--- src/source/mips_isa_pkg.sv ---
/*
 * MIPS32 instruction-set definitions for the integer core.
 * Field types, primary opcodes, funct codes and the ALU operation set.
 * Imported by the RTL and by the testbench.
 */
package mips_isa_pkg;

    typedef logic [31:0] word_t;
    typedef logic [4:0]  reg_addr_t;
    typedef logic [4:0]  shamt_t;
    typedef logic [15:0] imm_t;
    typedef logic [5:0]  opcode_t;
    typedef logic [5:0]  funct_t;

    // Primary opcodes of the kept instructions
    localparam opcode_t OP_SPECIAL = 6'h00;
    localparam opcode_t OP_ADDIU   = 6'h09;
    localparam opcode_t OP_SLTI    = 6'h0A;
    localparam opcode_t OP_ANDI    = 6'h0C;
    localparam opcode_t OP_ORI     = 6'h0D;
    localparam opcode_t OP_XORI    = 6'h0E;
    localparam opcode_t OP_LUI     = 6'h0F;

    // Funct codes under OP_SPECIAL
    localparam funct_t FN_SLL  = 6'h00;
    localparam funct_t FN_SRL  = 6'h02;
    localparam funct_t FN_SRA  = 6'h03;
    localparam funct_t FN_ADDU = 6'h21;
    localparam funct_t FN_SUBU = 6'h23;
    localparam funct_t FN_AND  = 6'h24;
    localparam funct_t FN_OR   = 6'h25;
    localparam funct_t FN_XOR  = 6'h26;
    localparam funct_t FN_NOR  = 6'h27;
    localparam funct_t FN_SLT  = 6'h2A;
    localparam funct_t FN_SLTU = 6'h2B;

    // ALU_NOP marks an encoding the core does not execute
    typedef enum logic [3:0] {
        ALU_NOP,
        ALU_ADD,
        ALU_SUB,
        ALU_AND,
        ALU_OR,
        ALU_XOR,
        ALU_NOR,
        ALU_SLT,
        ALU_SLTU,
        ALU_SLL,
        ALU_SRL,
        ALU_SRA,
        ALU_LUI
    } alu_op_t;

endpackage

--- src/source/core_pipe_pkg.sv ---
/*
 * Payloads carried between the pipeline stages of the core,
 * and the bundle behind the debug writeback trace ports.
 */
package core_pipe_pkg;

    import mips_isa_pkg::*;

    // Fetch to decode
    typedef struct packed {
        word_t pc;
        word_t inst;
    } if_id_t;

    // Decode to execute, operands already read and extended
    typedef struct packed {
        word_t     pc;
        alu_op_t   alu_op;
        word_t     opr1;
        word_t     opr2;
        shamt_t    shamt;
        logic      wen;
        reg_addr_t wraddr;
    } id_ex_t;

    // Execute to writeback
    typedef struct packed {
        word_t     pc;
        logic      wen;
        reg_addr_t wraddr;
        word_t     wrdata;
    } ex_wb_t;

    // What the core reports for each retired instruction
    typedef struct packed {
        word_t     pc;
        logic      wen;
        reg_addr_t wraddr;
        word_t     wrdata;
    } dbg_trace_t;

endpackage

--- src/source/alu_execute.sv ---
/*
 * Execute stage. Computes the integer result of one instruction and
 * packs it with its destination for the writeback register.
 */
`timescale 1ns/1ps

module alu_execute
    import mips_isa_pkg::*, core_pipe_pkg::*;
(
    input  id_ex_t id_ex_i,
    output ex_wb_t ex_wb_o
);

    word_t a;
    word_t b;
    word_t result;

    assign a = id_ex_i.opr1;
    assign b = id_ex_i.opr2;

    always_comb begin
        case (id_ex_i.alu_op)
            ALU_ADD:  result = a + b;
            ALU_SUB:  result = a - b;
            ALU_AND:  result = a & b;
            ALU_OR:   result = a | b;
            ALU_XOR:  result = a ^ b;
            ALU_NOR:  result = ~(a | b);
            ALU_SLT:  result = {31'b0, $signed(a) < $signed(b)};
            ALU_SLTU: result = {31'b0, a < b};
            // Shifts act on rt, which decode placed in operand 2
            ALU_SLL:  result = b << id_ex_i.shamt;
            ALU_SRL:  result = b >> id_ex_i.shamt;
            ALU_SRA:  result = $signed(b) >>> id_ex_i.shamt;
            ALU_LUI:  result = b;
            default:  result = '0;
        endcase
    end

    assign ex_wb_o = '{
        pc:     id_ex_i.pc,
        wen:    id_ex_i.wen,
        wraddr: id_ex_i.wraddr,
        wrdata: result
    };

endmodule

--- src/source/decode_unit.sv ---
/*
 * Instruction decode. Reads rs and rt from the register file, selects
 * the ALU operation and builds both operands and the destination.
 */
`timescale 1ns/1ps

module decode_unit
    import mips_isa_pkg::*, core_pipe_pkg::*;
(
    input  logic      valid_i,
    input  if_id_t    if_id_i,
    output reg_addr_t r1addr_o,
    output reg_addr_t r2addr_o,
    input  word_t     r1data_i,
    input  word_t     r2data_i,
    output id_ex_t    id_ex_o
);

    opcode_t   opcode;
    funct_t    funct;
    reg_addr_t rs;
    reg_addr_t rt;
    reg_addr_t rd;
    shamt_t    sa;
    imm_t      imm;
    alu_op_t   op;
    word_t     opr2;
    reg_addr_t dest;

    assign opcode = if_id_i.inst[31:26];
    assign rs     = if_id_i.inst[25:21];
    assign rt     = if_id_i.inst[20:16];
    assign rd     = if_id_i.inst[15:11];
    assign sa     = if_id_i.inst[10:6];
    assign funct  = if_id_i.inst[5:0];
    assign imm    = if_id_i.inst[15:0];

    assign r1addr_o = rs;
    assign r2addr_o = rt;

    always_comb begin
        op   = ALU_NOP;
        opr2 = r2data_i;
        dest = rd;
        if (opcode == OP_SPECIAL) begin
            case (funct)
                FN_ADDU: op = ALU_ADD;
                FN_SUBU: op = ALU_SUB;
                FN_AND:  op = ALU_AND;
                FN_OR:   op = ALU_OR;
                FN_XOR:  op = ALU_XOR;
                FN_NOR:  op = ALU_NOR;
                FN_SLT:  op = ALU_SLT;
                FN_SLTU: op = ALU_SLTU;
                FN_SLL:  op = ALU_SLL;
                FN_SRL:  op = ALU_SRL;
                FN_SRA:  op = ALU_SRA;
                default: op = ALU_NOP;
            endcase
        end else begin
            // Immediate forms write rt and take the immediate as operand 2
            dest = rt;
            case (opcode)
                OP_ADDIU: op = ALU_ADD;
                OP_SLTI:  op = ALU_SLT;
                OP_ANDI:  op = ALU_AND;
                OP_ORI:   op = ALU_OR;
                OP_XORI:  op = ALU_XOR;
                OP_LUI:   op = ALU_LUI;
                default:  op = ALU_NOP;
            endcase
            if (opcode == OP_ADDIU || opcode == OP_SLTI) begin
                opr2 = {{16{imm[15]}}, imm};
            end else if (opcode == OP_LUI) begin
                opr2 = {imm, 16'h0000};
            end else begin
                opr2 = {16'h0000, imm};
            end
        end
    end

    always_comb begin
        id_ex_o.pc     = if_id_i.pc;
        id_ex_o.alu_op = op;
        id_ex_o.opr1   = r1data_i;
        id_ex_o.opr2   = opr2;
        id_ex_o.shamt  = sa;
        // Bubbles, unknown encodings and writes to $zero leave no trace
        id_ex_o.wen    = valid_i && (op != ALU_NOP) && (dest != '0);
        id_ex_o.wraddr = dest;
    end

endmodule

--- src/source/fetch_unit.sv ---
/*
 * Instruction fetch. Holds the program counter, drives the instruction
 * bus and registers each accepted instruction for the decode stage.
 */
`timescale 1ns/1ps

module fetch_unit
    import mips_isa_pkg::*, core_pipe_pkg::*;
#(
    parameter word_t RESET_PC = 32'hBFC0_0000
) (
    input  logic   clk,
    input  logic   arst_n_i,
    input  logic   ibus_streq_i,
    input  word_t  ibus_rdata_i,
    output logic   ibus_en_o,
    output word_t  ibus_addr_o,
    output logic   fetch_valid_o,
    output if_id_t fetch_o
);

    word_t pc_q;
    logic  accept;

    // The memory holds off a fetch by raising the stall request
    assign accept      = ibus_en_o & ~ibus_streq_i;
    assign ibus_addr_o = pc_q;

    always_ff @(posedge clk or negedge arst_n_i) begin
        if (!arst_n_i) begin
            ibus_en_o     <= 1'b0;
            pc_q          <= RESET_PC;
            fetch_valid_o <= 1'b0;
        end else begin
            ibus_en_o     <= 1'b1;
            fetch_valid_o <= accept;
            if (accept) begin
                pc_q <= pc_q + 32'd4;
            end
        end
    end

    always_ff @(posedge clk) begin
        if (accept) begin
            fetch_o <= '{pc: pc_q, inst: ibus_rdata_i};
        end
    end

endmodule

--- src/source/mango_core_top.sv ---
/*
 * Top level of the four-stage integer core: fetch, decode, execute and
 * writeback. Connects the instruction bus and exports the writeback trace.
 */
`timescale 1ns/1ps

module mango_core_top
    import mips_isa_pkg::*, core_pipe_pkg::*;
#(
    parameter word_t RESET_PC = 32'hBFC0_0000
) (
    input  logic      clk,
    input  logic      arst_n_i,
    input  word_t     ibus_rdata_i,
    input  logic      ibus_streq_i,
    output logic      ibus_en_o,
    output word_t     ibus_addr_o,
    output word_t     debug_wb_pc_o,
    output logic      debug_wb_wen_o,
    output reg_addr_t debug_wb_wraddr_o,
    output word_t     debug_wb_wrdata_o
);

    logic       fetch_valid;
    if_id_t     fetch_data;
    logic       if_id_valid;
    if_id_t     if_id_q;
    reg_addr_t  r1addr;
    reg_addr_t  r2addr;
    word_t      r1data;
    word_t      r2data;
    id_ex_t     id_ex_d;
    logic       id_ex_valid;
    id_ex_t     id_ex_q;
    ex_wb_t     ex_res;
    ex_wb_t     ex_fwd;
    logic       ex_wb_valid;
    ex_wb_t     ex_wb_q;
    ex_wb_t     wb_res;
    dbg_trace_t trace;

    fetch_unit #(
        .RESET_PC (RESET_PC)
    ) fetch_unit_i (
        .clk           (clk         ),
        .arst_n_i      (arst_n_i    ),
        .ibus_streq_i  (ibus_streq_i),
        .ibus_rdata_i  (ibus_rdata_i),
        .ibus_en_o     (ibus_en_o   ),
        .ibus_addr_o   (ibus_addr_o ),
        .fetch_valid_o (fetch_valid ),
        .fetch_o       (fetch_data  )
    );

    stage_reg #(.payload_t(if_id_t)) if_id_reg (
        .clk      (clk        ),
        .arst_n_i (arst_n_i   ),
        .stall_i  (1'b0       ),
        .flush_i  (1'b0       ),
        .valid_i  (fetch_valid),
        .data_i   (fetch_data ),
        .valid_o  (if_id_valid),
        .data_o   (if_id_q    )
    );

    decode_unit decode_unit_i (
        .valid_i  (if_id_valid),
        .if_id_i  (if_id_q    ),
        .r1addr_o (r1addr     ),
        .r2addr_o (r2addr     ),
        .r1data_i (r1data     ),
        .r2data_i (r2data     ),
        .id_ex_o  (id_ex_d    )
    );

    reg_file reg_file_i (
        .clk      (clk     ),
        .arst_n_i (arst_n_i),
        .r1addr_i (r1addr  ),
        .r2addr_i (r2addr  ),
        .r1data_o (r1data  ),
        .r2data_o (r2data  ),
        .ex_fwd_i (ex_fwd  ),
        .wb_i     (wb_res  )
    );

    stage_reg #(.payload_t(id_ex_t)) id_ex_reg (
        .clk      (clk        ),
        .arst_n_i (arst_n_i   ),
        .stall_i  (1'b0       ),
        .flush_i  (1'b0       ),
        .valid_i  (if_id_valid),
        .data_i   (id_ex_d    ),
        .valid_o  (id_ex_valid),
        .data_o   (id_ex_q    )
    );

    alu_execute alu_execute_i (
        .id_ex_i (id_ex_q),
        .ex_wb_o (ex_res )
    );

    stage_reg #(.payload_t(ex_wb_t)) ex_wb_reg (
        .clk      (clk        ),
        .arst_n_i (arst_n_i   ),
        .stall_i  (1'b0       ),
        .flush_i  (1'b0       ),
        .valid_i  (id_ex_valid),
        .data_i   (ex_res     ),
        .valid_o  (ex_wb_valid),
        .data_o   (ex_wb_q    )
    );

    // Payload registers come out of reset unknown, so every write enable
    // that leaves a stage is qualified by that stage's valid bit
    assign ex_fwd = '{
        pc:     ex_res.pc,
        wen:    ex_res.wen & id_ex_valid,
        wraddr: ex_res.wraddr,
        wrdata: ex_res.wrdata
    };

    assign trace = '{
        pc:     ex_wb_q.pc,
        wen:    ex_wb_q.wen & ex_wb_valid,
        wraddr: ex_wb_q.wraddr,
        wrdata: ex_wb_q.wrdata
    };

    // Writeback port and trace see the same retired instruction
    assign wb_res = '{
        pc:     trace.pc,
        wen:    trace.wen,
        wraddr: trace.wraddr,
        wrdata: trace.wrdata
    };

    assign debug_wb_pc_o     = trace.pc;
    assign debug_wb_wen_o    = trace.wen;
    assign debug_wb_wraddr_o = trace.wraddr;
    assign debug_wb_wrdata_o = trace.wrdata;

endmodule

--- src/source/reg_file.sv ---
/*
 * General register file, 31 writable registers plus a hardwired zero.
 * Two combinational read ports bypass results still in the pipeline,
 * the youngest (execute) first, then writeback.
 */
`timescale 1ns/1ps

module reg_file
    import mips_isa_pkg::*, core_pipe_pkg::*;
(
    input  logic      clk,
    input  logic      arst_n_i,
    input  reg_addr_t r1addr_i,
    input  reg_addr_t r2addr_i,
    output word_t     r1data_o,
    output word_t     r2data_o,
    input  ex_wb_t    ex_fwd_i,
    input  ex_wb_t    wb_i
);

    word_t regs [1:31];

    function automatic word_t read_port(input reg_addr_t addr);
        word_t data;
        if (addr == '0) begin
            data = '0;
        end else if (ex_fwd_i.wen && ex_fwd_i.wraddr == addr) begin
            data = ex_fwd_i.wrdata;
        end else if (wb_i.wen && wb_i.wraddr == addr) begin
            data = wb_i.wrdata;
        end else begin
            data = regs[addr];
        end
        return data;
    endfunction

    always_comb begin
        r1data_o = read_port(r1addr_i);
        r2data_o = read_port(r2addr_i);
    end

    always_ff @(posedge clk or negedge arst_n_i) begin
        if (!arst_n_i) begin
            for (int i = 1; i < 32; i++) begin
                regs[i] <= '0;
            end
        end else if (wb_i.wen && wb_i.wraddr != '0) begin
            regs[wb_i.wraddr] <= wb_i.wrdata;
        end
    end

endmodule

--- src/source/stage_reg.sv ---
/*
 * Pipeline register for one payload type with a valid bit.
 * Stall holds the contents, flush turns the slot into a bubble.
 */
`timescale 1ns/1ps

module stage_reg #(
    parameter type payload_t = logic [31:0]
) (
    input  logic     clk,
    input  logic     arst_n_i,
    input  logic     stall_i,
    input  logic     flush_i,
    input  logic     valid_i,
    input  payload_t data_i,
    output logic     valid_o,
    output payload_t data_o
);

    always_ff @(posedge clk or negedge arst_n_i) begin
        if (!arst_n_i) begin
            valid_o <= 1'b0;
        end else if (flush_i) begin
            valid_o <= 1'b0;
        end else if (!stall_i) begin
            valid_o <= valid_i;
        end
    end

    always_ff @(posedge clk) begin
        if (!stall_i) begin
            data_o <= data_i;
        end
    end

endmodule

--- config.mk ---
export PLATFORM = sky130hd
export DESIGN_NAME = mango_core_top
export DESIGN_NICKNAME = d
export VERILOG_FILES = /design/src/source/mips_isa_pkg.sv /design/src/source/core_pipe_pkg.sv /design/src/source/alu_execute.sv /design/src/source/decode_unit.sv /design/src/source/fetch_unit.sv /design/src/source/mango_core_top.sv /design/src/source/reg_file.sv /design/src/source/stage_reg.sv
export SDC_FILE = /design/constraint.sdc
export NUM_CORES = 2
export LEC_CHECK = 0
export BUFFER_PORTS_ARGS = -buffer_cell sky130_fd_sc_hd__buf_2
export CAP_MARGIN = 20
export CORE_UTILIZATION = 23
export CTS_CLUSTER_SIZE = 12
export DETAILED_ROUTE_END_ITERATION = 12
export HOLD_SLACK_MARGIN = 0.1
export SLEW_MARGIN = 40
export SYNTH_ARGS = -nofsm -noshare
export SYNTH_HDL_FRONTEND = slang
export SYNTH_SLANG_ARGS = --single-unit
export TNS_END_PERCENT = 20
--- constraint.sdc ---
create_clock -name clk -period 6.3 [get_ports clk]
set_input_delay 0.63 -clock clk [delete_from_list [all_inputs] [get_ports clk]]
set_output_delay 0.63 -clock clk [all_outputs]
set_load 0.01 [all_outputs]
# Yosys cells after proc, flatten, opt, wreduce, memory -nomap -nowiden
# Index checks and enable logic that the tools add are counted.
# classes
addsub,3
magnitude_cmp,6
eq_ne,32
shift,3
n_mux,22
bitwise_logic,11
reduce_logical,16
# ops
operator,count
bitwise mux 992 bit,1
2-to-1 mux 32 bit,13
one-hot mux 32 bit (12 select lines),1
binary-select mux 32 bit (select 5 bit),2
demux 32 bit (select 5 bit),1
less-than comparator 32 bit,2
"equality test 6 bit, second input constant",8
one-hot mux 4 bit (11 select lines),1
"equality test 6 x 4 -> 1 bit, second input constant",6
"adder 32 x 3 -> 32 bit, second input constant",1
adder 32 bit,1
AND 32 bit,1
NOT 32 bit,1
bitwise OR 32 bit,1
left shift 32 x 5 -> 32 bit,1
right shift 32 x 5 -> 32 bit,1
>>> shifter 32 x 5 -> 32 bit,1
subtractor 32 bit,1
bitwise XOR 32 bit,1
one-hot mux 4 bit (6 select lines),1
"equality test 4 bit, second input constant",5
equality test 5 bit,4
">= comparator 6 bit, second input constant",3
NOT 5 -> 6 bit,3
other kinds (15),32
# totals
regBits,1338
inputBits,35
out_inout_bits,103
elab_cells,145

# Longest topological paths before layout
# logic_depth
word_depth,8
depth_mapped,15
ltp_nobuf,14

# Modules after synthesis
# Synthesis repeated with hierarchy kept, for this count alone.
# hier_totals
cells_unflattened,6059
hier_area_um2,76225.6
# modules_own_cells
mod,instances,cells_each,area_each_um2,seq_area_each_um2
reg_file,1,4003,54663.7,24823.8
alu_execute,1,1397,9178.8,0.0
stage_reg (id_ex_reg),1,115,3375.7,3358.2
fetch_unit,1,192,3374.5,2673.8
stage_reg (ex_wb_reg),1,74,2144.6,2127.0
stage_reg (if_id_reg),1,68,1964.4,1946.9
decode_unit,1,207,1507.7,0.0
mango_core_top,1,3,16.3,0.0

# Least setup slack after synthesis
# OpenSTA, ideal clock, no wires.
# synth_timing
kind,in2reg
startpoint,input port ibus_streq_i
endpoint,register fetch_unit_i.pc_q[30] (netlist: fetch_unit_i.ibus_addr_o[30])
setup_ps,126
arrival_ps,4066
t_required_ps,6174
slack_ps,2107
path_stages,8
path_buffers,1
path_cell_list,nor2b_1 > clkbuf_1 > nand2_1 > nor2_1 > nand3_1 > nor3_1 > nand3_1 > xnor2_1
# synth_via
elab_chain_cells,2
# synth_lines
item,line_no,source
from (decl),mango_core_top.sv:15,"input logic ibus_streq_i,"
NOT 1 bit,fetch_unit.sv:26,assign accept = ibus_en_o & ~ibus_streq_i;
AND 1 bit,fetch_unit.sv:26,
net fetch_unit_i.accept,fetch_unit.sv:23,logic accept;
to (signal assigned),fetch_unit.sv:38,pc_q <= pc_q + 32'd4;
to (decl),fetch_unit.sv:22,word_t pc_q;
# The timed path passes the listed nets, and every way through them passes these cells.
# A chain may end at the register's enable or synchronous reset.

# Final worst setup path
# layout_timing
startpoint,register id_ex_reg.data_o[16] in the netlist's numbering
endpoint,register id_ex_reg.data_o[43] in the netlist's numbering
# layout_via
elab_chain_cells,3
elab_cells_between_ends,7
classes_between,order compare: 2; shift: 3; mux: 2
# layout_lines
item,line_no,source
from (decl),stage_reg.sv:17,output payload_t data_o
from (signal assigned),stage_reg.sv:32,data_o <= data_i;
"less-than comparator 32 bit, or another cell as far along",alu_execute.sv:30,"ALU_SLTU: result = {31'b0, a < b};"
one-hot mux 32 bit (12 select lines) (*),alu_execute.sv:22,case (id_ex_i.alu_op)
2-to-1 mux 32 bit (*),reg_file.sv:27,end else if (ex_fwd_i.wen && ex_fwd_i.wraddr == addr) begin
# Every way passes the cells marked *; elsewhere a longest branch is shown, timed or not.

==> impl_metrics.toml <==
[status]
status = "completed"

[floorplanning]
die_h_um = 565
start_util_pct = 23.1
rows = 206
chipWidth_um = 565
io_pins = 138
die_area_um2 = 320000
core-area_um2 = 315000

[setup_path]
cp-end-kind = "register"
worstPathCellList = "inv_1 > ha_1 > nor2_1 > o311ai_1 > a2111oi_2 > a311oi_2 > o22ai_1 > o221ai_1 > nor4_1 > nor4b_2 > a2111oi_2 > o22ai_1"
path_class = "register to register"
timing.rr.start = "id_ex_reg.data_o[16]$_DFF_P_"
cp_slowest_cell = "dfxtp_1"
max_stage_delay_ns = 0.65
worst-path-stages = 12
startpoint = "id_ex_reg.data_o[16]$_DFF_P_"
critPathMaxFanout = 13
setup.worst_path.end = "id_ex_reg.data_o[43]$_SDFF_PN0_"
rr_worst_depth = 12
worstReg2RegEnd = "id_ex_reg.data_o[43]$_SDFF_PN0_"
rrSetupSlack_ns = 1.56
arrival_ns = 5.37
critical_path_buf_inv_count = 1
crit_family = "compound AO/OA/AOI/OAI gates"
required_ns = 6.93
cp-start-kind = "register"

[final_layout]
drive_gt1_share_pct = 41.3
synthToLayoutAreaGrowth_pct = 14.7
layout.area.seq_um2 = 32400
nNetsFinal = 5633
final_cell_area_um2 = 83800
fill_cells = 32300
multiInputGateArea_um2 = 38000

[sta]
setup_ws_ns = 1.56
final_hold_viol_count = 0
hold_ws_ns = 0.308
tightest_slew_ns = 0.957
setup_violations = 0
post-route-period-util_pct = 75.2
fmax_mhz = 211
finClkSkew_ns = 0.109
rsz0062_at_grt = "false"
max_slew_margin_pct = 35.5
tns_ns = 0
period_minus_slack_ns = 4.74
slew_violations = 0

[worst_hold_path]
holdCritPathClass = "register to register"

[placement]
portBuffers = 133
gp_congestion = 0.970
placed_cell_area_um2 = 78500
dp_slack_ns = 1.65
dp.final_hpwl_um = 175000

[synth]
synth_seq_cells = 1328
synthFlopType = "dfrtp_1"
synth_common_cells = "mux2_2, dfrtp_1, mux4_2"
synth_edf_count = 62
ys_top_cells_by_area = "dfrtp_1, mux4_2, mux2_2, dfxtp_1, edfxtp_1"
postSynthCellCount = 5584
synth_top_area_share_pct = 34.9
ys_seq_area_share_pct = 44.3
yosys_warnings = 0
synth_largest_area_cell = "dfrtp_1"
netlist-cell-type-count = 91
synth.most_common_cell = "mux2_2"
syn_area_um2 = 73000
async_reset_ff_share_pct = 77.3
syn-mean-instance-area_um2 = 13.1

[cts]
cts_root_buf = "clkbuf_16"
postCtsResizedCells = 0
clock-sinks = 1328
h-tree-depth = 4
cts_buffers = 154
cts_tree = "built"
clock_latency_ns = 0.86
clkTransAtPathRegs_ns = 0.06
clockBufferDepth = 4

[detailed_routing]
vias_per_cell = 5.24
num_vias = 51200
drt_iter0_drc = 5807
drc = 0
wl_per_cell_um = 27.6
drtAntennaViolNets = 0
wl_um = 269000
drt_first_pass_iters = 6

[global_route]
grtUsageTotal_pct = 16.5
grt_overflow = 0
grt_max_degree = 168
grt_pass1_wl_um = 387000
grt_pass1_vias = 52000
antenna_found_initial = 20

[power_and_ir_drop]
p_leak_nw = 36.0
powerDensity_nw_per_um2 = 225
p_total_mw = 18.8
peakVddDrop_mv = 0.189

[job]
cap_violations = 0
[report_power, final]
part | leakage [nW] | total, mW | switching, mW | internal (mW)
Sequential | 16.9 | 8.87 | 0.199 | 8.67
Combinational | 16.8 | 1.20 | 0.798 | 0.404
Clock | 2.34 | 8.77 | 3.70 | 5.07
[stage by stage]
step	instances	utilization [%]
2_1_floorplan	5587	-
3_3_place_gp	9439	24.7
3_5_place_dp	9461	24.9
4_1_cts	9754	26.5
5_1_grt	9760	26.6
6_report	9761	26.6
[cells in the final DEF (no fill, tap or decap), drive strengths merged, types with 28 or more instances in the layout]
| cell | n |
|---|---|
| nand2 | 223 |
| mux4 | 580 |
| mux2 | 1093 |
| nand3 | 39 |
| a211oi | 68 |
| a21oi | 210 |
| dlygate4sd3 | 33 |
| nor3 | 43 |
| a221oi | 43 |
| ha | 102 |
| dfrtp | 1018 |
| o21ai | 182 |
| nor2b | 38 |
| nor2 | 267 |
| o211ai | 31 |
| clkbuf | 223 |
| a2111oi | 28 |
| buf | 314 |
| dfxtp | 239 |
| xnor2 | 49 |
| a22o | 47 |
| inv | 114 |
| mux2i | 122 |
| edfxtp | 62 |
| a22oi | 36 |
[sequential cells by signal (all words and copies together), names as in the netlist]
| signal | cells |
|---|---|
| ex_wb_reg.data_o | 68 |
| ex_wb_reg.valid_o | 1 |
| fetch_unit_i.fetch_o | 62 |
| fetch_unit_i.fetch_valid_o | 1 |
| fetch_unit_i.ibus_addr_o | 30 |
| fetch_unit_i.ibus_en_o | 1 |
| id_ex_reg.data_o | 109 |
| id_ex_reg.valid_o | 1 |
| if_id_reg.data_o | 62 |
| if_id_reg.valid_o | 1 |
| reg_file_i.regs | 992 |
[cell type report]
cell class	count	share of cell area, %
multi-input cells	3552	45.4
flip-flops and latches	1328	38.7
well taps	4160	6.21
clock buffers	223	5.24
repair buffers	347	3.52
inverters	111	0.497
clock inverters	37	0.470
diodes	3	0.00896
[cell families after synthesis]
logic type | after synthesis | share of synthesized area [%]
AOI/OAI and AO/OA | 851 | 7.88
xor gates and xnor gates | 66 | 0.792
adders and majority gates | 104 | 1.80
buffers and inverters | 707 | 4.20
DFF | 1328 | 44.3
muxes | 1795 | 36.4
other | 2 | 0.0103
and+or+nand+nor | 731 | 4.59
[layer usage]
layer / vias up / track usage [%] / wire (µm)
li1: 21000 / - / -
met1: 27100 / 21.9 / 112000
met3: 598 / 4.35 / 24800
met4: 18 / 6.91 / 12100
met2: 2452 / 25.4 / 120000
met5: - / 0 / 124
[repair_timing]
action | in CTS | in global routing
hold endpoints to repair | 67 | 0
setup endpoints to repair | 0 | 0
buffers inserted | 0 | 0
hold buffers | 33 | 0
[worst reg2reg max path: stages (launching register included)]
cell and delay, ns:
dfxtp_1 0.65, inv_1 0.15, ha_1 0.54, nor2_1 0.19, o311ai_1 0.25, a2111oi_2 0.65, a311oi_2 0.31, o22ai_1 0.47
o221ai_1 0.28, nor4_1 0.31, nor4b_2 0.16, a2111oi_2 0.46, o22ai_1 0.20
[worst min-delay path by stage]
stage,start,to,slack [ns],cells past startpoint
after global routing,if_id_reg.data_o[36]$_DFF_P_,id_ex_reg.data_o[83]$_DFF_P_,0.32,0
after detailed placement,id_ex_reg.data_o[83]$_DFF_P_,ex_wb_reg.data_o[42]$_DFF_P_,0.31,0
after CTS,id_ex_reg.data_o[81]$_DFF_P_,ex_wb_reg.data_o[40]$_DFF_P_,0.31,0
after floorplan,id_ex_reg.data_o[81]$_DFF_P_,ex_wb_reg.data_o[40]$_DFF_P_,0.31,0
final,id_ex_reg.data_o[81]$_DFF_P_,ex_wb_reg.data_o[40]$_DFF_P_,0.31,0
after global placement,id_ex_reg.data_o[89]$_DFF_P_,ex_wb_reg.data_o[48]$_DFF_P_,0.31,0
Power figures use the tool's default switching activity.
